`config.mk`:
```
export PLATFORM = sky130hd
export DESIGN_NAME = fp_align_stage
export DESIGN_NICKNAME = d
export VERILOG_FILES = /design/src/hw/fp_format_pkg.sv /design/src/hw/pipe_ctrl_pkg.sv /design/src/hw/fp_align_stage.sv
export SDC_FILE = /design/constraint.sdc
export NUM_CORES = 1
export LEC_CHECK = 0
export BUFFER_PORTS_ARGS = -buffer_cell sky130_fd_sc_hd__clkbuf_2
export CAP_MARGIN = 15
export CORE_AREA = 2 2 388 390
export CTS_BUF_LIST = sky130_fd_sc_hd__clkbuf_8 sky130_fd_sc_hd__clkbuf_16
export CTS_CLUSTER_DIAMETER = 80
export DETAILED_ROUTE_END_ITERATION = 7
export DIE_AREA = 0 0 390 392
export PLACE_DENSITY = 0.37
export SLEW_MARGIN = 20
export SYNTH_ARGS = -nofsm -noshare
export SYNTH_HDL_FRONTEND = slang
export SYNTH_SLANG_ARGS = --single-unit
```
`constraint.sdc`:
```
create_clock -name clk -period 0.8 [get_ports clk]
set_input_delay 0.12 -clock clk [delete_from_list [all_inputs] [get_ports clk]]
set_output_delay 0.12 -clock clk [all_outputs]
set_load 0.005 [all_outputs]
```
`src/hw/fp_format_pkg.sv`:
```
/*
 * Single-precision format constants
 * Field widths of the IEEE 754 binary32 word, the widths of the
 * internal datapath and the special exponent encodings.
 */
`default_nettype none

package fp_format_pkg;

	localparam int FP_WIDTH = 32;
	localparam int EXP_WIDTH = 8;
	localparam int FRAC_WIDTH = 23;
	// Significand including the hidden bit
	localparam int SIG_WIDTH = FRAC_WIDTH + 1;
	localparam int EXP_BIAS = 127;
	localparam int EXP_MAX = 255;

	// Guard, round and a 25-bit sticky field below the aligned significand
	localparam int GRS_WIDTH = 27;
	localparam int MAX_ALIGN_SHIFT = 27;
	localparam int SHIFT_WIDTH = $clog2(MAX_ALIGN_SHIFT + 1);

	// Carry, significand, guard, round and sticky
	localparam int SUM_WIDTH = SIG_WIDTH + 4;
	localparam int PROD_WIDTH = 2 * SIG_WIDTH;
	// Two extra bits hold product exponent overflow and underflow
	localparam int PROD_EXP_WIDTH = EXP_WIDTH + 2;

	localparam logic [FP_WIDTH-1:0] CANONICAL_NAN = 32'h7fc00000;

endpackage

`default_nettype wire

```
`src/hw/pipe_ctrl_pkg.sv`:
```
/*
 * Pipeline control constants
 * Opcode encodings and the thread index width shared by all stages.
 */
`default_nettype none

package pipe_ctrl_pkg;

	localparam int OP_WIDTH = 2;

	localparam logic [OP_WIDTH-1:0] OP_ADD = 2'd0;
	localparam logic [OP_WIDTH-1:0] OP_SUB = 2'd1;
	localparam logic [OP_WIDTH-1:0] OP_MUL = 2'd2;

	localparam int THREAD_IDX_WIDTH = 2;

endpackage

`default_nettype wire

```
`src/hw/fp_align_stage.sv`:
```
/*
 * FP pipeline stage 2, align
 * Shifts the smaller significand right to the exponent of the larger
 * one and collects guard, round and sticky bits. Squashes the valid
 * bit of an instruction whose thread is rolled back.
 */
`timescale 1ns/10ps
`default_nettype none

module fp_align_stage import fp_format_pkg::*; import pipe_ctrl_pkg::*; #(
	parameter int LANES = 4
) (
	input wire logic clk,
	input wire logic reset,

	// Rollback from writeback
	input wire logic rollback_en,
	input wire logic [THREAD_IDX_WIDTH-1:0] rollback_thread_idx,

	input wire logic s1_valid,
	input wire logic [OP_WIDTH-1:0] s1_op,
	input wire logic [THREAD_IDX_WIDTH-1:0] s1_thread_idx,
	input wire logic [LANES-1:0] s1_mask,
	input wire logic [LANES-1:0][SIG_WIDTH-1:0] s1_significand_le,
	input wire logic [LANES-1:0][SIG_WIDTH-1:0] s1_significand_se,
	input wire logic [LANES-1:0][SHIFT_WIDTH-1:0] s1_align_shift,
	input wire logic [LANES-1:0][EXP_WIDTH-1:0] s1_add_exponent,
	input wire logic [LANES-1:0] s1_add_sign,
	input wire logic [LANES-1:0] s1_logical_subtract,
	input wire logic [LANES-1:0][PROD_WIDTH-1:0] s1_product,
	input wire logic [LANES-1:0][PROD_EXP_WIDTH-1:0] s1_mul_exponent,
	input wire logic [LANES-1:0] s1_mul_sign,
	input wire logic [LANES-1:0] s1_result_is_inf,
	input wire logic [LANES-1:0] s1_result_is_nan,

	output logic s2_valid,
	output logic [OP_WIDTH-1:0] s2_op,
	output logic [THREAD_IDX_WIDTH-1:0] s2_thread_idx,
	output logic [LANES-1:0] s2_mask,
	output logic [LANES-1:0][SIG_WIDTH-1:0] s2_significand_le,
	output logic [LANES-1:0][SIG_WIDTH-1:0] s2_significand_se,
	output logic [LANES-1:0][EXP_WIDTH-1:0] s2_add_exponent,
	output logic [LANES-1:0] s2_add_sign,
	output logic [LANES-1:0] s2_logical_subtract,
	output logic [LANES-1:0] s2_guard,
	output logic [LANES-1:0] s2_round,
	output logic [LANES-1:0] s2_sticky,
	output logic [LANES-1:0][PROD_WIDTH-1:0] s2_product,
	output logic [LANES-1:0][PROD_EXP_WIDTH-1:0] s2_mul_exponent,
	output logic [LANES-1:0] s2_mul_sign,
	output logic [LANES-1:0] s2_result_is_inf,
	output logic [LANES-1:0] s2_result_is_nan
);

	genvar lane;
	generate
		for (lane = 0; lane < LANES; lane++)
		begin : lane_logic
			logic [SIG_WIDTH-1:0] aligned;
			logic guard;
			logic round;
			logic [GRS_WIDTH-3:0] sticky_bits;

			assign {aligned, guard, round, sticky_bits} =
				{s1_significand_se[lane], GRS_WIDTH'(0)} >> s1_align_shift[lane];

			always_ff @(posedge clk)
			begin
				s2_significand_le[lane] <= s1_significand_le[lane];
				s2_significand_se[lane] <= aligned;
				s2_add_exponent[lane] <= s1_add_exponent[lane];
				s2_add_sign[lane] <= s1_add_sign[lane];
				s2_logical_subtract[lane] <= s1_logical_subtract[lane];
				s2_guard[lane] <= guard;
				s2_round[lane] <= round;
				s2_sticky[lane] <= |sticky_bits;
				s2_product[lane] <= s1_product[lane];
				s2_mul_exponent[lane] <= s1_mul_exponent[lane];
				s2_mul_sign[lane] <= s1_mul_sign[lane];
				s2_result_is_inf[lane] <= s1_result_is_inf[lane];
				s2_result_is_nan[lane] <= s1_result_is_nan[lane];
			end

			// Stage 1 saturates the shift, so no significand bit is ever lost
			assert property (@(posedge clk) disable iff (reset)
				s1_valid |-> s1_align_shift[lane] <= SHIFT_WIDTH'(MAX_ALIGN_SHIFT));
		end
	endgenerate

	always_ff @(posedge clk, posedge reset)
	begin
		if (reset)
		begin
			s2_valid <= 1'b0;
			s2_op <= '0;
			s2_thread_idx <= '0;
			s2_mask <= '0;
		end
		else
		begin
			s2_valid <= s1_valid && !(rollback_en && rollback_thread_idx == s1_thread_idx);
			s2_op <= s1_op;
			s2_thread_idx <= s1_thread_idx;
			s2_mask <= s1_mask;
		end
	end

endmodule

`default_nettype wire

```
Yosys cells after proc, flatten, opt, wreduce, memory -nomap -nowiden
Index checks and enable logic that the tools add are counted.
Widths: inputs -> output; s select.

storage, ports and cells
  bits in registers = 497
  output and inout port bits = 497
  word-level logic and storage cells = 68

cells by class
  equal/unequal tests = 1
  shifts and indexed selects = 4
  reductions and logical operators = 7

operators by type and width
  kind               number
  $shr 51x5->51      4
  $reduce_or 25->1   4
  $eq 2x2->1         1
  $logic_and 1x1->1  2
  $logic_not 1->1    1

Logic depth before layout (Yosys ltp)
  depth after elaboration = 4
  depth in mapped cells = 10
  depth with buffers taken out = 6

Worst setup path after synthesis
Ideal clock, no wire load.

  path kind = input port to flip-flop
  start = input s1_align_shift[0] (netlist name)
  end = register s2_sticky[0]
  setup time = 0.142 ns
  arrival time = 2.195 ns
  setup slack = -1.538 ns
  cell stages on the path = 8
  buffers on the path = 2
  cell sequence = clkbuf_1 -> buf_2 -> mux4_2 -> mux2_2 -> a21oi_1 -> nand4_1 -> o41ai_1 -> o2111ai_1

between the ends
  word-level cells in the longest chain between the ends = 2

ends and longest elaborated chain
  what                            line                  RTL
  start: declaration              fp_align_stage.sv:26  input wire logic [LANES-1:0][SHIFT_WIDTH-1:0] s1_align_shift,
  $shr 51x5->51                   fp_align_stage.sv:65  {s1_significand_se[lane], GRS_WIDTH'(0)} >> s1_align_shift[lane];
  $reduce_or 25->1                fp_align_stage.sv:76  s2_sticky[lane] <= |sticky_bits;
  end signal: indexed assignment  fp_align_stage.sv:76
  end: declaration                fp_align_stage.sv:47  output logic [LANES-1:0] s2_sticky,

Every way passes these cells.

Final worst setup path
  start = input s1_align_shift[5] (netlist name)
  end = register s2_sticky[1]

The elaborated chain is that of the path after synthesis.

==> flow_summary.json <==
{
  "grt_overflow": 0,
  "fmax_ghz": 0.544,
  "drt_iter0_drc": 614,
  "start_util_pct": 10.7,
  "die_h_um": 392,
  "avgSynthCellArea_um2": 13.5,
  "worstPathArrival_ns": 2.33,
  "vias_per_cell": 3.39,
  "core_area_um2": 149000,
  "maxCapViolCount": 0,
  "power-per-cell-area_nw_per_um2": 2000,
  "synth_top_cell_by_area": "dfxtp_1",
  "cts_tree": "built",
  "drive_above_1_share_pct": 70.3,
  "ir_drop_mv": 1.57,
  "final_cell_area_um2": 36300,
  "nNetsFinal": 3482,
  "synth_most_common_cell": "dfxtp_1",
  "ys.flop_type": "dfxtp_1",
  "wire_per_inst_um": 18.5,
  "die_w_um": 390,
  "synth.distinct_cells": 58,
  "ant_nets": 0,
  "maxSlewHeadroom_pct": 47.0,
  "dp.cells": 4373,
  "cts_buffers": 69,
  "rows": 142,
  "cts_max_level": 3,
  "use_met1_pct": 13.4,
  "synth_edf_count": 0,
  "hpwl_um": 73900,
  "first_pass_iters": 5,
  "grt_pass1_vias": 17600,
  "syn_area_um2": 15900,
  "timing.final.crit_share_pct": 230,
  "place_congestion": 0.793,
  "status": "complete, but fails checks",
  "hold_viol_final": 0,
  "p_leak_nw": 16.2,
  "yosysSeqAreaShare_pct": 62.7,
  "track_usage_pct": 11.3,
  "clk_pin_slew_worst_paths_ns": 0.06,
  "rsz0062_at_grt": "true",
  "route.detailed.drc": 0,
  "dpl_cell_area_um2": 25800,
  "setup_violations": 603,
  "synth-seq-cells": 497,
  "synth_cells": 1183,
  "ys_async_sr_fraction_pct": 1.81,
  "crit_fanout": 5,
  "die-area_um2": 153000,
  "grtUsageMet3_pct": 4.19,
  "numPortBuffers": 1006,
  "dp_slack_ns": -1.96,
  "grt_max_degree": 25,
  "critPathLaunchType": "primary input",
  "critical_path_required_ns": 1.29,
  "violations": "negative setup slack",
  "ys_warn_count": 0,
  "grt_pass1_wl_um": 124000,
  "whs_path_depth": 5,
  "nFillCells": 15900,
  "p_total_mw": 72.6,
  "cp-end-kind": "flip-flop",
  "setup_ws_ns": -1.04,
  "finalWirelength_um": 92000,
  "seq_area_um2": 10400,
  "cts_root_buf": "clkbuf_16",
  "worstSetupPathType": "primary input to flip-flop",
  "layoutNonFillerInstCount": 4970,
  "synth_fp_nets": 1693,
  "clock_path_buffers": 3,
  "fin_crit_ns": 1.84,
  "antenna_found_initial": 33,
  "tightest_slew_ns": 0.794,
  "use_met2_pct": 19.0,
  "route.vias.total": 16800,
  "maxSlewViolCount": 0,
  "netlist.area_leader.share_pct": 61.3,
  "ys_top_cells_by_area": "dfxtp_1, mux4_2, mux2_2",
  "multiInputGateArea_um2": 6930,
  "clkSinkCount": 497,
  "hp-class": "primary input to flip-flop",
  "syn2layout_area_growth_pct": 128,
  "busiest_layer": "met2",
  "io_pins": 1007,
  "synth_common_cells": "dfxtp_1, nor2_1, mux4_2, mux2_2, mux2i_1"
}
[through the flow]
stage | TNS, ns | util, % | hold slack [ns]
after floorplan | -68.88 | - | -0.0521
after global placement | -114.34 | 17.3 | 0.0749
after detailed placement | -113.94 | 17.3 | 0.0783
after CTS | -267.75 | 22.9 | -0.0310
after global routing | -265.11 | 24.4 | -0.0512
final | -223.44 | 24.4 | 0.000412
[flip-flops by register name, summed over array words and instances, names as in the netlist]
register / count
s2_add_sign: 4
s2_valid: 1
s2_sticky: 4
s2_result_is_inf: 4
s2_guard: 4
s2_op: 2
s2_thread_idx: 2
s2_logical_subtract: 4
s2_mask: 4
s2_add_exponent: 32
s2_mul_sign: 4
s2_mul_exponent: 40
s2_significand_se: 96
s2_significand_le: 96
s2_round: 4
s2_product: 192
s2_result_is_nan: 4
[worst paths after layout]
path / slack [ns] / endpoint / from
worst max-delay path: -1.04 / s2_sticky[1] / s1_align_shift[5]
worst min-delay path: 0.0004 / s2_significand_se[47] / s1_significand_se[47]
max in group asynchronous: 0.09 / s2_mask[3] / reset
min in group asynchronous: 0.53 / s2_op[1] / reset
[kinds of logic (layout without fill, tap and decap cells)]
logic type	count (synthesis)	after routing	synth area share, %
other	0	4	0
flip-flops	497	497	62.7
AND/OR/NAND/NOR	215	215	6.42
multiplexers	206	206	20.9
XOR/XNOR	2	2	0.110
AO/OA/AOI/OAI	163	163	7.13
buffers and inverters	100	1939	2.73
[metal layers]
metal / up-vias / wire (um)
li1: 7890 / -
met1: 8073 / 37600
met2: 692 / 44800
met3: 153 / 7160
met4: 32 / 2280
met5: - / 200
[timing repair]
action                     CTS  global route
hold buffers               420             2
setup endpoints to repair  595           612
pin swaps                   26            76
buffers inserted            27            60
resized for setup          433           815
hold endpoints to repair   450             4
cloned                       5             1
[placed cells by master (no fill, tap or decap), types with 9 or more instances in the layout]
| cell | netlist | final |
|---|---|---|
| inv_1 | 28 | 31 |
| clkbuf_16 | 0 | 75 |
| buf_4 | 2 | 226 |
| o22ai_1 | 29 | 9 |
| mux2i_4 | 0 | 17 |
| mux2i_2 | 0 | 11 |
| dfxtp_1 | 488 | 214 |
| o21ai_2 | 0 | 11 |
| a211oi_1 | 19 | 9 |
| dlygate4sd3_1 | 0 | 419 |
| o21ai_4 | 0 | 10 |
| clkbuf_2 | 0 | 660 |
| nor2_1 | 82 | 43 |
| nor2_4 | 0 | 13 |
| buf_8 | 0 | 68 |
| nand2_1 | 52 | 32 |
| o22ai_2 | 0 | 17 |
| a22o_1 | 9 | 9 |
| buf_6 | 5 | 208 |
| a211oi_2 | 0 | 10 |
| nor2_2 | 0 | 26 |
| mux2i_1 | 53 | 25 |
| mux2_2 | 63 | 11 |
| dfxtp_4 | 0 | 14 |
| nand2_2 | 0 | 14 |
| buf_2 | 12 | 172 |
| dfxtp_2 | 0 | 260 |
| mux2_4 | 0 | 52 |
| nor2b_1 | 10 | 9 |
| clkbuf_8 | 0 | 10 |
| mux4_2 | 75 | 89 |
| buf_12 | 0 | 19 |
[worst max-delay path, cell delays in order]
cell       delay, ns
clkbuf_16       0.13
buf_8           0.12
buf_4           0.10
mux4_2          0.51
mux4_2          0.54
nor4_4          0.32
o221ai_1        0.17
o31ai_1         0.21
a32oi_1         0.10
[final cells by class]
| type | instances | share of cell area, % |
|---|---|---|
| multi-input combinational | 586 | 19.1 |
| clock inverter | 43 | 1.24 |
| clock buffer | 78 | 5.09 |
| timing repair buffer | 1788 | 38.9 |
| tap | 1944 | 6.69 |
| antenna | 4 | 0.0276 |
| sequential | 497 | 28.6 |
| inverter | 30 | 0.365 |
[report_power, final]
part,internal (mW),switching [mW]
logic,8.76,6.07
clock network,18.2,12.5
registers,26.4,0.639
total,53.4,19.2
Power figures use the tool's default switching activity.
