`src/hw/fp_format_pkg.sv`:
```
/*
 * Single-precision format constants
 * Field widths of the IEEE 754 binary32 word, the widths of the
 * internal datapath and the special exponent encodings.
 */
`default_nettype none

package fp_format_pkg;

	localparam int FP_WIDTH = 32;
	localparam int EXP_WIDTH = 8;
	localparam int FRAC_WIDTH = 23;
	// Significand including the hidden bit
	localparam int SIG_WIDTH = FRAC_WIDTH + 1;
	localparam int EXP_BIAS = 127;
	localparam int EXP_MAX = 255;

	// Guard, round and a 25-bit sticky field below the aligned significand
	localparam int GRS_WIDTH = 27;
	localparam int MAX_ALIGN_SHIFT = 27;
	localparam int SHIFT_WIDTH = $clog2(MAX_ALIGN_SHIFT + 1);

	// Carry, significand, guard, round and sticky
	localparam int SUM_WIDTH = SIG_WIDTH + 4;
	localparam int PROD_WIDTH = 2 * SIG_WIDTH;
	// Two extra bits hold product exponent overflow and underflow
	localparam int PROD_EXP_WIDTH = EXP_WIDTH + 2;

	localparam logic [FP_WIDTH-1:0] CANONICAL_NAN = 32'h7fc00000;

endpackage

`default_nettype wire

```
`src/hw/pipe_ctrl_pkg.sv`:
```
/*
 * Pipeline control constants
 * Opcode encodings and the thread index width shared by all stages.
 */
`default_nettype none

package pipe_ctrl_pkg;

	localparam int OP_WIDTH = 2;

	localparam logic [OP_WIDTH-1:0] OP_ADD = 2'd0;
	localparam logic [OP_WIDTH-1:0] OP_SUB = 2'd1;
	localparam logic [OP_WIDTH-1:0] OP_MUL = 2'd2;

	localparam int THREAD_IDX_WIDTH = 2;

endpackage

`default_nettype wire

```
`src/hw/fp_add_stage.sv`:
```
/*
 * FP pipeline stage 3, add
 * Adds or subtracts the aligned significands, extended with guard,
 * round and sticky bits and a carry bit. Product fields pass through.
 */
`timescale 1ns/10ps
`default_nettype none

module fp_add_stage import fp_format_pkg::*; import pipe_ctrl_pkg::*; #(
	parameter int LANES = 4
) (
	input wire logic clk,
	input wire logic reset,

	input wire logic s2_valid,
	input wire logic [OP_WIDTH-1:0] s2_op,
	input wire logic [THREAD_IDX_WIDTH-1:0] s2_thread_idx,
	input wire logic [LANES-1:0] s2_mask,
	input wire logic [LANES-1:0][SIG_WIDTH-1:0] s2_significand_le,
	input wire logic [LANES-1:0][SIG_WIDTH-1:0] s2_significand_se,
	input wire logic [LANES-1:0][EXP_WIDTH-1:0] s2_add_exponent,
	input wire logic [LANES-1:0] s2_add_sign,
	input wire logic [LANES-1:0] s2_logical_subtract,
	input wire logic [LANES-1:0] s2_guard,
	input wire logic [LANES-1:0] s2_round,
	input wire logic [LANES-1:0] s2_sticky,
	input wire logic [LANES-1:0][PROD_WIDTH-1:0] s2_product,
	input wire logic [LANES-1:0][PROD_EXP_WIDTH-1:0] s2_mul_exponent,
	input wire logic [LANES-1:0] s2_mul_sign,
	input wire logic [LANES-1:0] s2_result_is_inf,
	input wire logic [LANES-1:0] s2_result_is_nan,

	output logic s3_valid,
	output logic [OP_WIDTH-1:0] s3_op,
	output logic [THREAD_IDX_WIDTH-1:0] s3_thread_idx,
	output logic [LANES-1:0] s3_mask,
	output logic [LANES-1:0][SUM_WIDTH-1:0] s3_sum,
	output logic [LANES-1:0][EXP_WIDTH-1:0] s3_add_exponent,
	output logic [LANES-1:0] s3_add_sign,
	output logic [LANES-1:0][PROD_WIDTH-1:0] s3_product,
	output logic [LANES-1:0][PROD_EXP_WIDTH-1:0] s3_mul_exponent,
	output logic [LANES-1:0] s3_mul_sign,
	output logic [LANES-1:0] s3_result_is_inf,
	output logic [LANES-1:0] s3_result_is_nan
);

	genvar lane;
	generate
		for (lane = 0; lane < LANES; lane++)
		begin : lane_logic
			logic [SUM_WIDTH-1:0] ext_le;
			logic [SUM_WIDTH-1:0] ext_se;
			logic [SUM_WIDTH-1:0] sum;

			assign ext_le = {1'b0, s2_significand_le[lane], 3'b000};
			assign ext_se = {1'b0, s2_significand_se[lane], s2_guard[lane],
				s2_round[lane], s2_sticky[lane]};
			// The larger operand is on the left, so a difference never goes negative
			assign sum = s2_logical_subtract[lane] ? ext_le - ext_se : ext_le + ext_se;

			always_ff @(posedge clk)
			begin
				s3_sum[lane] <= sum;
				s3_add_exponent[lane] <= s2_add_exponent[lane];
				// Exact cancellation gives +0
				s3_add_sign[lane] <= s2_add_sign[lane]
					&& !(s2_logical_subtract[lane] && sum == '0);
				s3_product[lane] <= s2_product[lane];
				s3_mul_exponent[lane] <= s2_mul_exponent[lane];
				s3_mul_sign[lane] <= s2_mul_sign[lane];
				s3_result_is_inf[lane] <= s2_result_is_inf[lane];
				s3_result_is_nan[lane] <= s2_result_is_nan[lane];
			end
		end
	endgenerate

	always_ff @(posedge clk, posedge reset)
	begin
		if (reset)
		begin
			s3_valid <= 1'b0;
			s3_op <= '0;
			s3_thread_idx <= '0;
			s3_mask <= '0;
		end
		else
		begin
			s3_valid <= s2_valid;
			s3_op <= s2_op;
			s3_thread_idx <= s2_thread_idx;
			s3_mask <= s2_mask;
		end
	end

endmodule

`default_nettype wire

```
`config.mk`:
```
export PLATFORM = sky130hd
export DESIGN_NAME = fp_add_stage
export DESIGN_NICKNAME = d
export VERILOG_FILES = /design/src/hw/fp_format_pkg.sv /design/src/hw/pipe_ctrl_pkg.sv /design/src/hw/fp_add_stage.sv
export SDC_FILE = /design/constraint.sdc
export NUM_CORES = 1
export LEC_CHECK = 0
export ABC_AREA = 1
export BUFFER_PORTS_ARGS = -buffer_cell sky130_fd_sc_hd__buf_2
export CORE_AREA = 2 2 354 356
export CTS_CLUSTER_SIZE = 16
export DETAILED_ROUTE_END_ITERATION = 8
export DIE_AREA = 0 0 356 358
export SETUP_SLACK_MARGIN = 0.1
export SLEW_MARGIN = 20
export SYNTH_ARGS = -nofsm -noshare
export SYNTH_HDL_FRONTEND = slang
export SYNTH_SLANG_ARGS = --single-unit
```
`constraint.sdc`:
```
create_clock -name clk -period 0.8 [get_ports clk]
set_clock_uncertainty 0.1 [all_clocks]
set_input_delay 0.04 -clock clk [delete_from_list [all_inputs] [get_ports clk]]
set_output_delay 0.04 -clock clk [all_outputs]
set_load 0.005 [all_outputs]
```
* After elaboration in Yosys (flattened, before gate mapping)
Cells that the tools add are included.
Widths: inputs -> output; s select.
** Operators by class
- $add $sub $neg :: 8
- $mul :: 0
- Divide/modulo/power cells :: 0
- Magnitude comparators :: 0
- Equality and inequality tests :: 0
- Shift-type cells :: 0
- Muxes and demuxes :: 4
- Bitwise gates (word level) :: 0
- Reductions and logical operators :: 16
** Operators by type and width (number)
- $add 27x27->28 :: 4
- $logic_not 28->1 :: 4
- $mux 28 :: 4
- $sub 27x27->28 :: 4
- $logic_and 1x1->1 :: 8
- $logic_not 1->1 :: 4
** Storage, ports and cells
- Flip-flop bits (word level) :: 401
- Latch bits :: 0
- Bits in writable memories :: 0
- Memory bits (read-only) :: 0
- Bits of input ports :: 499
- Output and inout port bits :: 401
- Word-level logic and storage cells :: 64
- Memories :: 0

* Longest topological paths before layout
- Depth after elaboration :: 6
- Depth in mapped cells :: 21
- Gate-level depth less buffers :: 20

* Worst setup path before layout
OpenSTA, ideal clock, no wires.
- Path kind :: input -> register
- Start :: in s2_significand_le[0] in the netlist's numbering
- End :: reg s3_add_sign[0]
- Setup time :: 111 ps
- Arrival :: 1683 ps
- Data required time :: 589 ps
- Path slack :: -1094 ps
- Cell stages on the path :: 18
- Buffers on the path :: 0
- Path through :: ha_1 -> inv_1 -> fa_1 -> nand3b_1 -> nand2_2 -> nand2_1 -> nand2_2 -> nand2_2 -> nand2_1 -> nand2_1 -> nand2_1 -> nand3_1 -> nand2_1 -> nand2_1 -> nor2_1 -> nand2_1 -> nor2_1 -> nor2_1
** Between the ends
- Longest elaborated chain between the ends :: 6
- Elaborated cells between the ends (all ways) :: 7
- Classes of those cells :: 2 x add/sub; 1 x mux; 4 x reduce/logical
** RTL lines
- start: declaration :: RTL line fp_add_stage.sv:19 : input wire logic [LANES-1:0][SIG_WIDTH-1:0] s2_significand_le,
- $add 27x27->28 or $sub 27x27->28 (tied branches) :: RTL line fp_add_stage.sv:59 : assign sum = s2_logical_subtract[lane] ? ext_le - ext_se : ext_le + ext_se;
- $mux 28 (*) :: RTL line fp_add_stage.sv:59
- $logic_not 28->1 (*) :: RTL line fp_add_stage.sv:67 : && !(s2_logical_subtract[lane] && sum == '0);
- $logic_and 1x1->1 (*) :: RTL line fp_add_stage.sv:67
- $logic_not 1->1 (*) :: RTL line fp_add_stage.sv:67
- $logic_and 1x1->1 (*) :: RTL line fp_add_stage.sv:67
- end signal: indexed assignment :: RTL line fp_add_stage.sv:66 : s3_add_sign[lane] <= s2_add_sign[lane]
- end: declaration :: RTL line fp_add_stage.sv:39 : output logic [LANES-1:0] s3_add_sign,
Every way passes the cells marked *; elsewhere a longest branch is shown, timed or not.

* Final worst setup path
- Start :: in s2_significand_le[48] in the netlist's numbering
- End :: reg s3_add_sign[2]
The elaborated chain is that of the path after synthesis.

==> results.cfg <==
[grt]
first_global_vias = 31439
groute.usage.overall_pct = 21.7
grt_overflow_total = 0
grt_antenna_before_repair = 10
grt_start_max_net_pins = 17
grt_pass1_wl_mm = 204

[critical_path]
critical_path.max_fanout = 3
worstSetupStartpointType = primary input
worst-setup-path-type = in -> reg
cp_data_required_time_ns = 1.23
arrival_ns = 2.05
endpoint_kind = flip-flop

[hold_path]
min-delay-start = s2_sticky[1]
holdPathEnd = s3_sum[28]
worstHoldPathType = in -> reg
hold_depth = 1

[die]
die_width_um = 356
dieHeight_um = 358
area_enclosed_by_the_die_boundary_um2 = 127000
io-pin-count = 900
core_region_area_um2 = 123000
start_util_pct = 19.3
std_cell_rows = 129

[yosys]
yosys.area.top_type_share_pct = 32.9
synth-warning-count = 0
avgSynthCellArea_um2 = 6.39
synth.ff_latch_count = 401
synth_nets = 4425
ys_types = 39
ys_top_cells_by_area = dfxtp_1 (33%), nand2_1 (20%), inv_1 (11%)
synth_top_cell_by_area = dfxtp_1
seq_area_frac_synth_pct = 33.9
synthesis.area_um2 = 23800
synthesis.instances = 3726

[detailed_routing]
detailedRoute.firstIterationViolations = 1783
detail_route.first_pass.iterations = 5
drt_drc_violations_left = 0
drt-wirelength-per-cell_um = 20.0
detail-route-antenna-nets = 0
routed_wl_mm = 149
num_vias = 32079
vias_per_cell = 4.31

[sta]
tightest_slew_ns = 0.447
fmax_ghz = 0.617
worst_hold_slack_ns = -0.543
hold_violation_count_in_the_final_report = 280
setup_violations = 497
setup-tns-final_ns = -204.45
max-slew-margin-rel_pct = 69.9
final_min_period_over_clock_period_pct = 203
finalWorstPathRequiredPeriod_ns = 1.62
slew_viol_final = 0
grt_setup_unrepaired = true
layout_setup_ws_ns = -0.821

[clocking]
clock_sinks = 401
cts.clk_slew.worst_paths_ns = 0.07
tritoncts.num_buffers = 48
tritoncts = done
h_tree_lvls = 2
clockBufferDepth = 3
cts.root.buffer_cell = clkbuf_16

[job]
drv.max_cap_violation_count = 0

[power_and_ir_drop]
share_seq_of_total_power_pct = 28.7
netSwitchingPower_uw = 28300
max_ir_drop_vdd_v = 0.00184
cellPowerDensity_nw_per_um2 = 1540
power_frac_clock_pct = 29.2
cellInternalPower_uw = 51000
sw_frac_of_total_pct = 35.7
p_leak_uw = 0.0256
share_comb_of_total_power_pct = 42.0

[finish]
syn_to_final_growth_pct = 116
drive_gt1_share_pct = 60.3
postLayoutCellArea_um2 = 51500
finalNetCount = 6460
post_layout_nonfiller_instances = 7443

[status]
violations = hold timing, setup timing
outcome = finished with violations

[placement]
portBuffers = 899
dp_hpwl_mm = 121
gp_congestion = 0.987
placedInstanceArea_um2 = 38200
dp.cells = 6905
==> how the worst max path moves through the flow <==
stage	from	end	slack, ns	depth (start not counted)
global route	s2_significand_se[24]	s3_add_sign[1]	-0.88	19
CTS	s2_significand_le[48]	s3_add_sign[2]	-0.74	18
finish	s2_significand_le[48]	s3_add_sign[2]	-0.82	18
detailed placement	s2_significand_le[48]	s3_add_sign[2]	-1.85	18
floorplan	s2_significand_le[0]	s3_add_sign[0]	-1.02	16
global placement	s2_significand_le[48]	s3_add_sign[2]	-1.85	18
==> routing by layer <==
metal	up-vias	part of all wire, %	GRT usage (%)
li1	15578	-	-
met1	15063	42	27.1
met2	1180	44	34.2
met3	258	7.1	4.53
met4	0	6.8	13.2
met5	-	0	0
==> synthesized netlist by cell type, drive strengths merged <==
library cell and instances:
nand2 1292, inv 682, dfxtp 392, nor2 344, nand3 291, ha 196, a21oi 174, o21ai 99
nand4 72, buf 45, nor3 40, nand3b 21, clkbuf 17, o21bai 16, xor2 11, dfrtp 9
and2 7, fa 4, o21a 4, o211ai 2, or2 2, a21boi 1, a21o 1, clkinv 1
nor4 1, o31ai 1, xnor2 1
==> power groups by stage <==
stage | clock network, uW | logic (uW) | registers [uW]
3_5_place_dp | 0 | 24300 | 22800
4_1_cts | 23900 | 28400 | 22600
3_3_place_gp | 0 | 24300 | 22800
5_1_grt | 24600 | 35500 | 22900
2_1_floorplan | 0 | 11100 | 22800
6_report | 23200 | 33300 | 22800
==> flip-flops by register name, indices dropped and copies added (netlist names) <==
name / flops
s3_mul_sign: 4
s3_mul_exponent: 40
s3_add_sign: 4
s3_valid: 1
s3_add_exponent: 32
s3_mask: 4
s3_result_is_nan: 4
s3_sum: 112
s3_op: 2
s3_thread_idx: 2
s3_product: 192
s3_result_is_inf: 4
==> placed cells by master, fill, tap and decap left out, types with 98 or more instances in the layout <==
| cell | count |
|---|---|
| nand2_1 | 757 |
| buf_4 | 662 |
| buf_2 | 574 |
| buf_6 | 440 |
| inv_1 | 435 |
| nand2_2 | 390 |
| dlygate4sd3_1 | 297 |
| dfxtp_2 | 209 |
| inv_2 | 179 |
| nor2_1 | 155 |
| nand3_1 | 154 |
| nand2_4 | 132 |
| dfxtp_1 | 132 |
| nor2_4 | 108 |
| nand3_2 | 102 |
| ha_4 | 98 |
==> per-stage QoR <==
| step | utilization (%) | power (uW) | setup slack [ns] |
|---|---|---|---|
| after floorplan | - | 33900 | -1.02 |
| after global placement | 31.0 | 47100 | -1.85 |
| after detailed placement | 31.0 | 47100 | -1.85 |
| after CTS | 37.8 | 74900 | -0.742 |
| after global routing | 41.7 | 83000 | -0.883 |
| final | 41.7 | 79300 | -0.821 |
==> area by class of cell <==
class | instances | area, um^2
Antenna cell | 5 | 12.5
Clock buffer | 54 | 1280
Clock inverter | 36 | 399
Fill cell | 12161 | 71800
Inverter | 683 | 2920
Multi-Input combinational cell | 2580 | 19200
Sequential cell | 401 | 8530
Tap cell | 1637 | 2050
Timing Repair Buffer | 2047 | 17100
==> timing repair <==
item,CTS,global route
pin swaps,241,511
setup endpoints to repair,500,503
endpoints found under the hold margin,367,319
gates resized for setup,1035,1180
setup buffers,76,118
hold buffers,296,1
==> critical path: stages <==
cell and delay [ns]:
buf_8 0.08, ha_4 0.14, inv_4 0.03, fa_2 0.40, inv_2 0.10, nand2_2 0.08, nand3_4 0.11, nand2_2 0.08
nand2_4 0.11, nand2_4 0.08, nand3_4 0.07, nand3b_1 0.09, nand2_2 0.11, nand3_2 0.11, nor2_2 0.16, nand3_2 0.10
nor2_4 0.12, nor2_1 0.05
==> kinds of logic after synthesis <==
| logic type | synth area share, % |
|---|---|
| compound gates | 6.59 |
| xor+xnor | 0.441 |
| fa+ha+maj | 10.6 |
| buf+inv | 12.3 |
| flops | 33.9 |
| simple gates | 36.1 |
No activity file was read; power rests on OpenSTA's default activity.
