`config.mk`:
```
export PLATFORM = sky130hd
export DESIGN_NAME = fp_round_stage
export DESIGN_NICKNAME = d
export VERILOG_FILES = /design/src/hw/fp_format_pkg.sv /design/src/hw/pipe_ctrl_pkg.sv /design/src/hw/fp_round_stage.sv
export SDC_FILE = /design/constraint.sdc
export NUM_CORES = 1
export LEC_CHECK = 0
export ABC_CLOCK_PERIOD_IN_PS = 800
export CORE_AREA = 2 2 209 211
export CTS_BUF_LIST = sky130_fd_sc_hd__clkbuf_4
export CTS_CLUSTER_SIZE = 12
export DETAILED_ROUTE_END_ITERATION = 6
export DIE_AREA = 0 0 211 213
export DONT_BUFFER_PORTS = 1
export PLACE_DENSITY = 0.73
export SKIP_CTS_REPAIR_TIMING = 1
export SLEW_MARGIN = 20
export SYNTH_ARGS = -nofsm -noshare
export SYNTH_HDL_FRONTEND = slang
export SYNTH_SLANG_ARGS = --single-unit
```
`constraint.sdc`:
```
create_clock -name clk -period 0.8 [get_ports clk]
set_input_delay 0.04 -clock clk [delete_from_list [all_inputs] [get_ports clk]]
set_output_delay 0.04 -clock clk [all_outputs]
set_load 0.05 [all_outputs]
```
`src/hw/fp_format_pkg.sv`:
```
/*
 * Single-precision format constants
 * Field widths of the IEEE 754 binary32 word, the widths of the
 * internal datapath and the special exponent encodings.
 */
`default_nettype none

package fp_format_pkg;

	localparam int FP_WIDTH = 32;
	localparam int EXP_WIDTH = 8;
	localparam int FRAC_WIDTH = 23;
	// Significand including the hidden bit
	localparam int SIG_WIDTH = FRAC_WIDTH + 1;
	localparam int EXP_BIAS = 127;
	localparam int EXP_MAX = 255;

	// Guard, round and a 25-bit sticky field below the aligned significand
	localparam int GRS_WIDTH = 27;
	localparam int MAX_ALIGN_SHIFT = 27;
	localparam int SHIFT_WIDTH = $clog2(MAX_ALIGN_SHIFT + 1);

	// Carry, significand, guard, round and sticky
	localparam int SUM_WIDTH = SIG_WIDTH + 4;
	localparam int PROD_WIDTH = 2 * SIG_WIDTH;
	// Two extra bits hold product exponent overflow and underflow
	localparam int PROD_EXP_WIDTH = EXP_WIDTH + 2;

	localparam logic [FP_WIDTH-1:0] CANONICAL_NAN = 32'h7fc00000;

endpackage

`default_nettype wire

```
`src/hw/pipe_ctrl_pkg.sv`:
```
/*
 * Pipeline control constants
 * Opcode encodings and the thread index width shared by all stages.
 */
`default_nettype none

package pipe_ctrl_pkg;

	localparam int OP_WIDTH = 2;

	localparam logic [OP_WIDTH-1:0] OP_ADD = 2'd0;
	localparam logic [OP_WIDTH-1:0] OP_SUB = 2'd1;
	localparam logic [OP_WIDTH-1:0] OP_MUL = 2'd2;

	localparam int THREAD_IDX_WIDTH = 2;

endpackage

`default_nettype wire

```
`src/hw/fp_round_stage.sv`:
```
/*
 * FP pipeline stage 4, round
 * Normalizes the sum or the product, rounds to nearest even, clamps
 * overflow to infinity and underflow to zero, applies the special
 * value flags and packs the single-precision result.
 */
`timescale 1ns/10ps
`default_nettype none

module fp_round_stage import fp_format_pkg::*; import pipe_ctrl_pkg::*; #(
	parameter int LANES = 4
) (
	input wire logic clk,
	input wire logic reset,

	input wire logic s3_valid,
	input wire logic [OP_WIDTH-1:0] s3_op,
	input wire logic [THREAD_IDX_WIDTH-1:0] s3_thread_idx,
	input wire logic [LANES-1:0] s3_mask,
	input wire logic [LANES-1:0][SUM_WIDTH-1:0] s3_sum,
	input wire logic [LANES-1:0][EXP_WIDTH-1:0] s3_add_exponent,
	input wire logic [LANES-1:0] s3_add_sign,
	input wire logic [LANES-1:0][PROD_WIDTH-1:0] s3_product,
	input wire logic [LANES-1:0][PROD_EXP_WIDTH-1:0] s3_mul_exponent,
	input wire logic [LANES-1:0] s3_mul_sign,
	input wire logic [LANES-1:0] s3_result_is_inf,
	input wire logic [LANES-1:0] s3_result_is_nan,

	output logic out_valid,
	output logic [THREAD_IDX_WIDTH-1:0] out_thread_idx,
	output logic [LANES-1:0] out_mask,
	output logic [LANES-1:0][FP_WIDTH-1:0] out_result
);

	// Guard bit position of the product when its top bit is clear
	localparam int PROD_GUARD = PROD_WIDTH - SIG_WIDTH - 2;

	function automatic logic [SHIFT_WIDTH-1:0] leading_zeros(
		input logic [SUM_WIDTH-2:0] value);
		logic [SHIFT_WIDTH-1:0] count;
		count = SHIFT_WIDTH'(SUM_WIDTH - 1);
		for (int i = 0; i < SUM_WIDTH - 1; i++)
			if (value[i])
				count = SHIFT_WIDTH'(SUM_WIDTH - 2 - i);
		return count;
	endfunction

	genvar lane;
	generate
		for (lane = 0; lane < LANES; lane++)
		begin : lane_logic
			logic [SHIFT_WIDTH-1:0] lz;
			logic [SUM_WIDTH-2:0] norm_sum;
			logic [SIG_WIDTH-1:0] mant;
			logic guard;
			logic round;
			logic sticky;
			logic sign;
			logic is_zero;
			logic signed [PROD_EXP_WIDTH-1:0] exp_norm;
			logic signed [PROD_EXP_WIDTH-1:0] exp_final;
			logic [SIG_WIDTH:0] mant_rounded;
			logic [FP_WIDTH-1:0] result;

			always_comb
			begin
				lz = leading_zeros(s3_sum[lane][SUM_WIDTH-2:0]);
				norm_sum = s3_sum[lane][SUM_WIDTH-2:0] << lz;
				if (s3_op == OP_MUL)
				begin
					sign = s3_mul_sign[lane];
					is_zero = s3_product[lane][PROD_WIDTH-1 -: 2] == 2'b00;
					// Product of two significands lies in [1, 4)
					if (s3_product[lane][PROD_WIDTH-1])
					begin
						mant = s3_product[lane][PROD_WIDTH-1 -: SIG_WIDTH];
						guard = s3_product[lane][PROD_GUARD+1];
						round = s3_product[lane][PROD_GUARD];
						sticky = |s3_product[lane][PROD_GUARD-1:0];
						exp_norm = s3_mul_exponent[lane] + 1'b1;
					end
					else
					begin
						mant = s3_product[lane][PROD_WIDTH-2 -: SIG_WIDTH];
						guard = s3_product[lane][PROD_GUARD];
						round = s3_product[lane][PROD_GUARD-1];
						sticky = |s3_product[lane][PROD_GUARD-2:0];
						exp_norm = s3_mul_exponent[lane];
					end
				end
				else
				begin
					sign = s3_add_sign[lane];
					is_zero = s3_sum[lane] == '0;
					if (s3_sum[lane][SUM_WIDTH-1])
					begin
						// Carry out, shift right by one
						mant = s3_sum[lane][SUM_WIDTH-1 -: SIG_WIDTH];
						guard = s3_sum[lane][3];
						round = s3_sum[lane][2];
						sticky = |s3_sum[lane][1:0];
						exp_norm = PROD_EXP_WIDTH'(s3_add_exponent[lane]) + 1'b1;
					end
					else
					begin
						mant = norm_sum[SUM_WIDTH-2 -: SIG_WIDTH];
						guard = norm_sum[2];
						round = norm_sum[1];
						sticky = norm_sum[0];
						exp_norm = PROD_EXP_WIDTH'(s3_add_exponent[lane])
							- PROD_EXP_WIDTH'(lz);
					end
				end

				// Nearest even, a tie rounds up only onto an even significand
				mant_rounded = {1'b0, mant} + (guard & (round | sticky | mant[0]));
				// On a rounding carry the fraction bits are already all zero
				exp_final = exp_norm + mant_rounded[SIG_WIDTH];

				if (s3_result_is_nan[lane])
					result = CANONICAL_NAN;
				else if (s3_result_is_inf[lane] || exp_final >= EXP_MAX)
					result = {sign, EXP_WIDTH'(EXP_MAX), FRAC_WIDTH'(0)};
				else if (is_zero || exp_final <= 0)
					result = {sign, (FP_WIDTH - 1)'(0)};
				else
					result = {sign, exp_final[EXP_WIDTH-1:0], mant_rounded[FRAC_WIDTH-1:0]};
			end

			always_ff @(posedge clk)
				out_result[lane] <= result;
		end
	endgenerate

	always_ff @(posedge clk, posedge reset)
	begin
		if (reset)
		begin
			out_valid <= 1'b0;
			out_thread_idx <= '0;
			out_mask <= '0;
		end
		else
		begin
			out_valid <= s3_valid;
			out_thread_idx <= s3_thread_idx;
			out_mask <= s3_mask;
		end
	end

	// Valid comes out of a chain of reset registers, so it must be known
	assert property (@(posedge clk) disable iff (reset) !$isunknown(out_valid));

endmodule

`default_nettype wire

```
==> qor.csv, run 1 <==
metric;value;unit
seq_area_frac_synth;12.5;%
grtUsageTotal;74.4;%
grt_start_max_net_pins;59;
synth_most_common_cell;nor2_1;
yosys-top-cells-count;nor2_1 (302), nand2_1 (249), o21ai_0 (206), a21oi_1 (188), nand3_1 (139);
die_y;213;um
place_inst;4573;
grt_antenna_before_repair;16;
synth_area_leaders;dfxtp_1 (12%), mux2i_1 (6.3%), nor2_1 (5.2%), o21ai_0 (4.7%), a21oi_1 (4.3%);
clock-root-buffer;clkbuf_4;
yosys.area.top_type;dfxtp_1;
avgSynthCellArea;6.94;um^2
gp_congestion;1.15;
post_dp_cell_area;30600;um^2
clkSinkCount;135;
place_hpwl;95200;um
ctsLongestPathBuffers;2;
synth_top_area_share;11.7;%
numCtsBuffers;17;
firstError;[ERROR GRT-0232] Routing congestion too high. Check the congestion heatmap in the GUI.;
synth_cell_types;114;
pin_count;538;
synthesis.nets;3610;
synth-main-ff-cell;dfxtp_1;
synth_edf_count;0;
grt_worst_setup_endpoint;out_result[73]$_SDFF_PP0_/D;
h-tree-depth;4;
synthArstFlopShare;5.19;%
overflow;4;
numPortBuffers;0;
postSynthCellCount;3163;
num_rows;76;
worst-ep-kind;register data pin;
syn_area;22000;um^2
yosys_register_bits;135;
haltStage;5_1_grt;
yosys_warnings;0;
start_util;51.4;%
dieWidth;211;um
status;stopped before the end;
cell families after synthesis:
logic type      count (synthesis)  share of synthesized area [%]
mux                           175                           8.40
compound gates               1069                           33.9
simple gates                 1254                           29.7
buf+inv                       336                           6.94
flops                         135                           12.5
fa+ha+maj                      44                           2.64
xor+xnor                      150                           5.98
stage by stage:
step                util (%)  TNS [ns]  setup slack, ns
floorplan                  -   -541.72            -4.66
CTS                     72.4   -546.88            -4.08
global placement        71.7   -550.44            -4.74
detailed placement      71.7   -569.73            -4.88
routing by layer:
layer	track usage (%)	GRT overflow
met1	74.5	0
met2	88.8	3
met4	65.3	1
met3	66.1	0
met5	36.5	0
==> run 2, diff against run 1 <==
--- a/config.mk
+++ b/config.mk
@@ -5,14 +5,12 @@
 export SDC_FILE = /design/constraint.sdc
 export NUM_CORES = 1
 export LEC_CHECK = 0
-export ABC_CLOCK_PERIOD_IN_PS = 800
-export CORE_AREA = 2 2 209 211
-export CTS_BUF_LIST = sky130_fd_sc_hd__clkbuf_4
-export CTS_CLUSTER_SIZE = 12
+export ABC_CLOCK_PERIOD_IN_PS = 1000
+export CORE_MARGIN = 2
+export CORE_UTILIZATION = 40
 export DETAILED_ROUTE_END_ITERATION = 6
-export DIE_AREA = 0 0 211 213
 export DONT_BUFFER_PORTS = 1
-export PLACE_DENSITY = 0.73
+export PLACE_DENSITY_LB_ADDON = 0.15
 export SKIP_CTS_REPAIR_TIMING = 1
 export SLEW_MARGIN = 20
 export SYNTH_ARGS = -nofsm -noshare
==> constraint.sdc (replaced) <==
create_clock -name clk -period 1 [get_ports clk]
set_input_delay 0.05 -clock clk [delete_from_list [all_inputs] [get_ports clk]]
set_output_delay 0.05 -clock clk [all_outputs]
set_load 0.05 [all_outputs]
==> qor.csv, run 2 <==
metric;value;unit;change
status;complete, but fails checks;;was stopped before the end
violations;DRC, hold timing, setup timing;;
drv_cap;0;;
cpPeakStageDelay;0.42;ns;
drc_errors;22;;
p_total;29.8;mW;
synth_cell_types;114;;unchanged
yosys_warnings;0;;unchanged
rsz0062_at_grt;true;;
layout_common_cells;buf_4 (992), nor2_1 (281), nand2_1 (230);;
yosys.area.top_type;dfxtp_1;;unchanged
final_hold_viol_count;39;;
hold_path.class;in2reg;;
setup_viol;236;;
largest_reg_flops;128;;
fin_nets;4573;;
dieWidth;238;um;was 211 um
synth_edf_count;0;;unchanged
multi_input_area;19300;um^2;
postSynthCellCount;3163;;unchanged
synthAdderAreaFrac;2.64;%;unchanged
n_antenna_cell;0;;
first_iter_violations;3724;;
drtAntennaViolNets;0;;
path_max_fanout;8;;
final_common_cell;buf_4;;
slew_headroom;44.9;%;
avgSynthCellArea;6.94;um^2;unchanged
max_clock_freq;195;MHz;
synth_simple_gate_area_share;29.7;%;unchanged
synthesis.nets;3610;;unchanged
clock-root-buffer;clkbuf_16;;was clkbuf_4
worstPathArrival;5.49;ns;
grtUsageTotal;41.3;%;
synth_top_area_share;11.7;%;unchanged
tightest_slew;0.820;ns;
h-tree-depth;4;;unchanged
cts_tree;built;;
grt_start_max_net_pins;59;;
num_rows;85;;was 76
num_vias;32018;;
drv_slew;0;;
dieArea;56800;um^2;
routed_wl;129000;um;
powerDensity;870;nW/um^2;
synthMuxAreaShare;8.40;%;unchanged
hold_slack;-0.210;ns;
crit_path_start_kind;primary input;;
synth_compound_area_share;33.9;%;unchanged
top_register;out_result;;
numCtsBuffers;17;;unchanged
n_fill_cell;4655;;
min_period;5.12;ns;
clkSinkCount;135;;unchanged
p_leak;14.3;nW;
slowest_stage;a2111oi_0;;
synth_most_common_cell;nor2_1;;unchanged
dr.pass1.iters;7;;
seq_area_frac_synth;12.5;%;unchanged
numPortBuffers;0;;unchanged
wl_per_cell;26.7;um;
yosys_register_bits;135;;unchanged
pin_count;538;;unchanged
grt_pass1_vias;30209;;
syn_area;22000;um^2;unchanged
place_hpwl;99100;um;was 95200 um
die_y;238;um;was 213 um
clk_pin_slew;0.07;ns;
critPathRequiredTime;1.36;ns;
ctsLongestPathBuffers;2;;unchanged
finalCritPeriodShare;512;%;
grt_antenna_before_repair;6;;
synth-main-ff-cell;dfxtp_1;;unchanged
path_class;in2reg;;
gp_congestion;1.10;;was 1.15
setup_ws;-4.12;ns;
largestRegisters;out_result (128), out_mask (4), out_thread_idx (2);;
via_per_inst;6.62;;
start_util;40.6;%;was 51.4%
grt_pass1_wl;181000;um;
end_kind;flop;;
synthXorXnorAreaFrac;5.98;%;unchanged
synthArstFlopShare;5.19;%;unchanged
yosys-top-cells-count;nor2_1 (302), nand2_1 (249), o21ai_0 (206), a21oi_1 (188), nand3_1 (139);;unchanged
overflow;0;;
seq_area;2970;um^2;
peakVddDrop;1.33;mV;
syn2layout_area_growth;56.1;%;
fp.coreArea;54000;um^2;
setup_tns;-485.70;ns;
drive_gt1_share;40.6;%;
synth_top_family_by_area;compound AO/OA/AOI/OAI gates;;unchanged
synth_area_leaders;dfxtp_1 (12%), mux2i_1 (6.3%), nor2_1 (5.2%), o21ai_0 (4.7%), a21oi_1 (4.3%);;unchanged
-- run 2: per-layer routing --
metal	global-route usage [%]	part of all wire (%)
met1	49.3	37
met2	65.6	44
met3	11.4	11
met4	25.7	7.5
met5	0.606	0.061
-- run 2: area by class of cell --
cell class / instances / area share [%]
well taps: 696 / 2.54
inverters: 93 / 1.06
clock inverters: 15 / 0.592
repair buffers: 1184 / 29.6
flip-flops and latches: 135 / 8.65
clock buffers: 17 / 1.24
multi-input cells: 2695 / 56.3
-- run 2: cell families after synthesis --
logic type | count (synthesis)
XOR/XNOR | 150
multiplexers | 175
adder cells (fa/ha/maj) | 44
buffers and inverters | 336
AND/OR/NAND/NOR | 1254
AO/OA/AOI/OAI | 1069
flip-flops | 135
-- run 2: worst paths after layout --
kind / start / to / slack (ns) / cells after the start
setup / recovery: s3_sum[106] / out_result[113]$_SDFF_PP0_ / -4.12 / 28
hold / removal: s3_result_is_inf[0] / out_result[1]$_SDFF_PP0_ / -0.21 / 2
max in group asynchronous: reset / out_valid$_DFF_PP0_ / 0.21 / 3
min in group asynchronous: reset / out_mask[3]$_DFF_PP0_ / 0.51 / 3
-- run 2: power by group --
| group | switching (mW) | total (mW) | internal (mW) |
|---|---|---|---|
| clock | 2.97 | 6.99 | 4.02 |
| combinational | 8.85 | 16.7 | 7.83 |
| sequential | 0.411 | 6.14 | 5.73 |
-- run 2: critical path: cells and delay by family --
| family | cells | cell delay [ns] |
|---|---|---|
| AO/OA/AOI/OAI | 9 | 1.98 |
| AND/OR/NAND/NOR | 9 | 1.82 |
| buffers and inverters | 7 | 1.09 |
| adder cells (fa/ha/maj) | 2 | 0.39 |
| XOR/XNOR | 1 | 0.15 |
-- run 2: stage by stage --
stage	setup slack [ns]	cell area, um^2	hold WS, ns	utilization [%]	cells
after global routing	-4.33	34300	-0.209	63.4	4835
after detailed placement	-4.73	30900	-0.108	57.2	4723
after CTS	-4.24	31500	-0.630	58.3	4755
after global placement	-4.64	30900	-0.113	57.2	4723
final	-4.12	34300	-0.210	63.4	4835
after floorplan	-4.47	23000	-0.147	-	3163
Power figures use the tool's default switching activity.
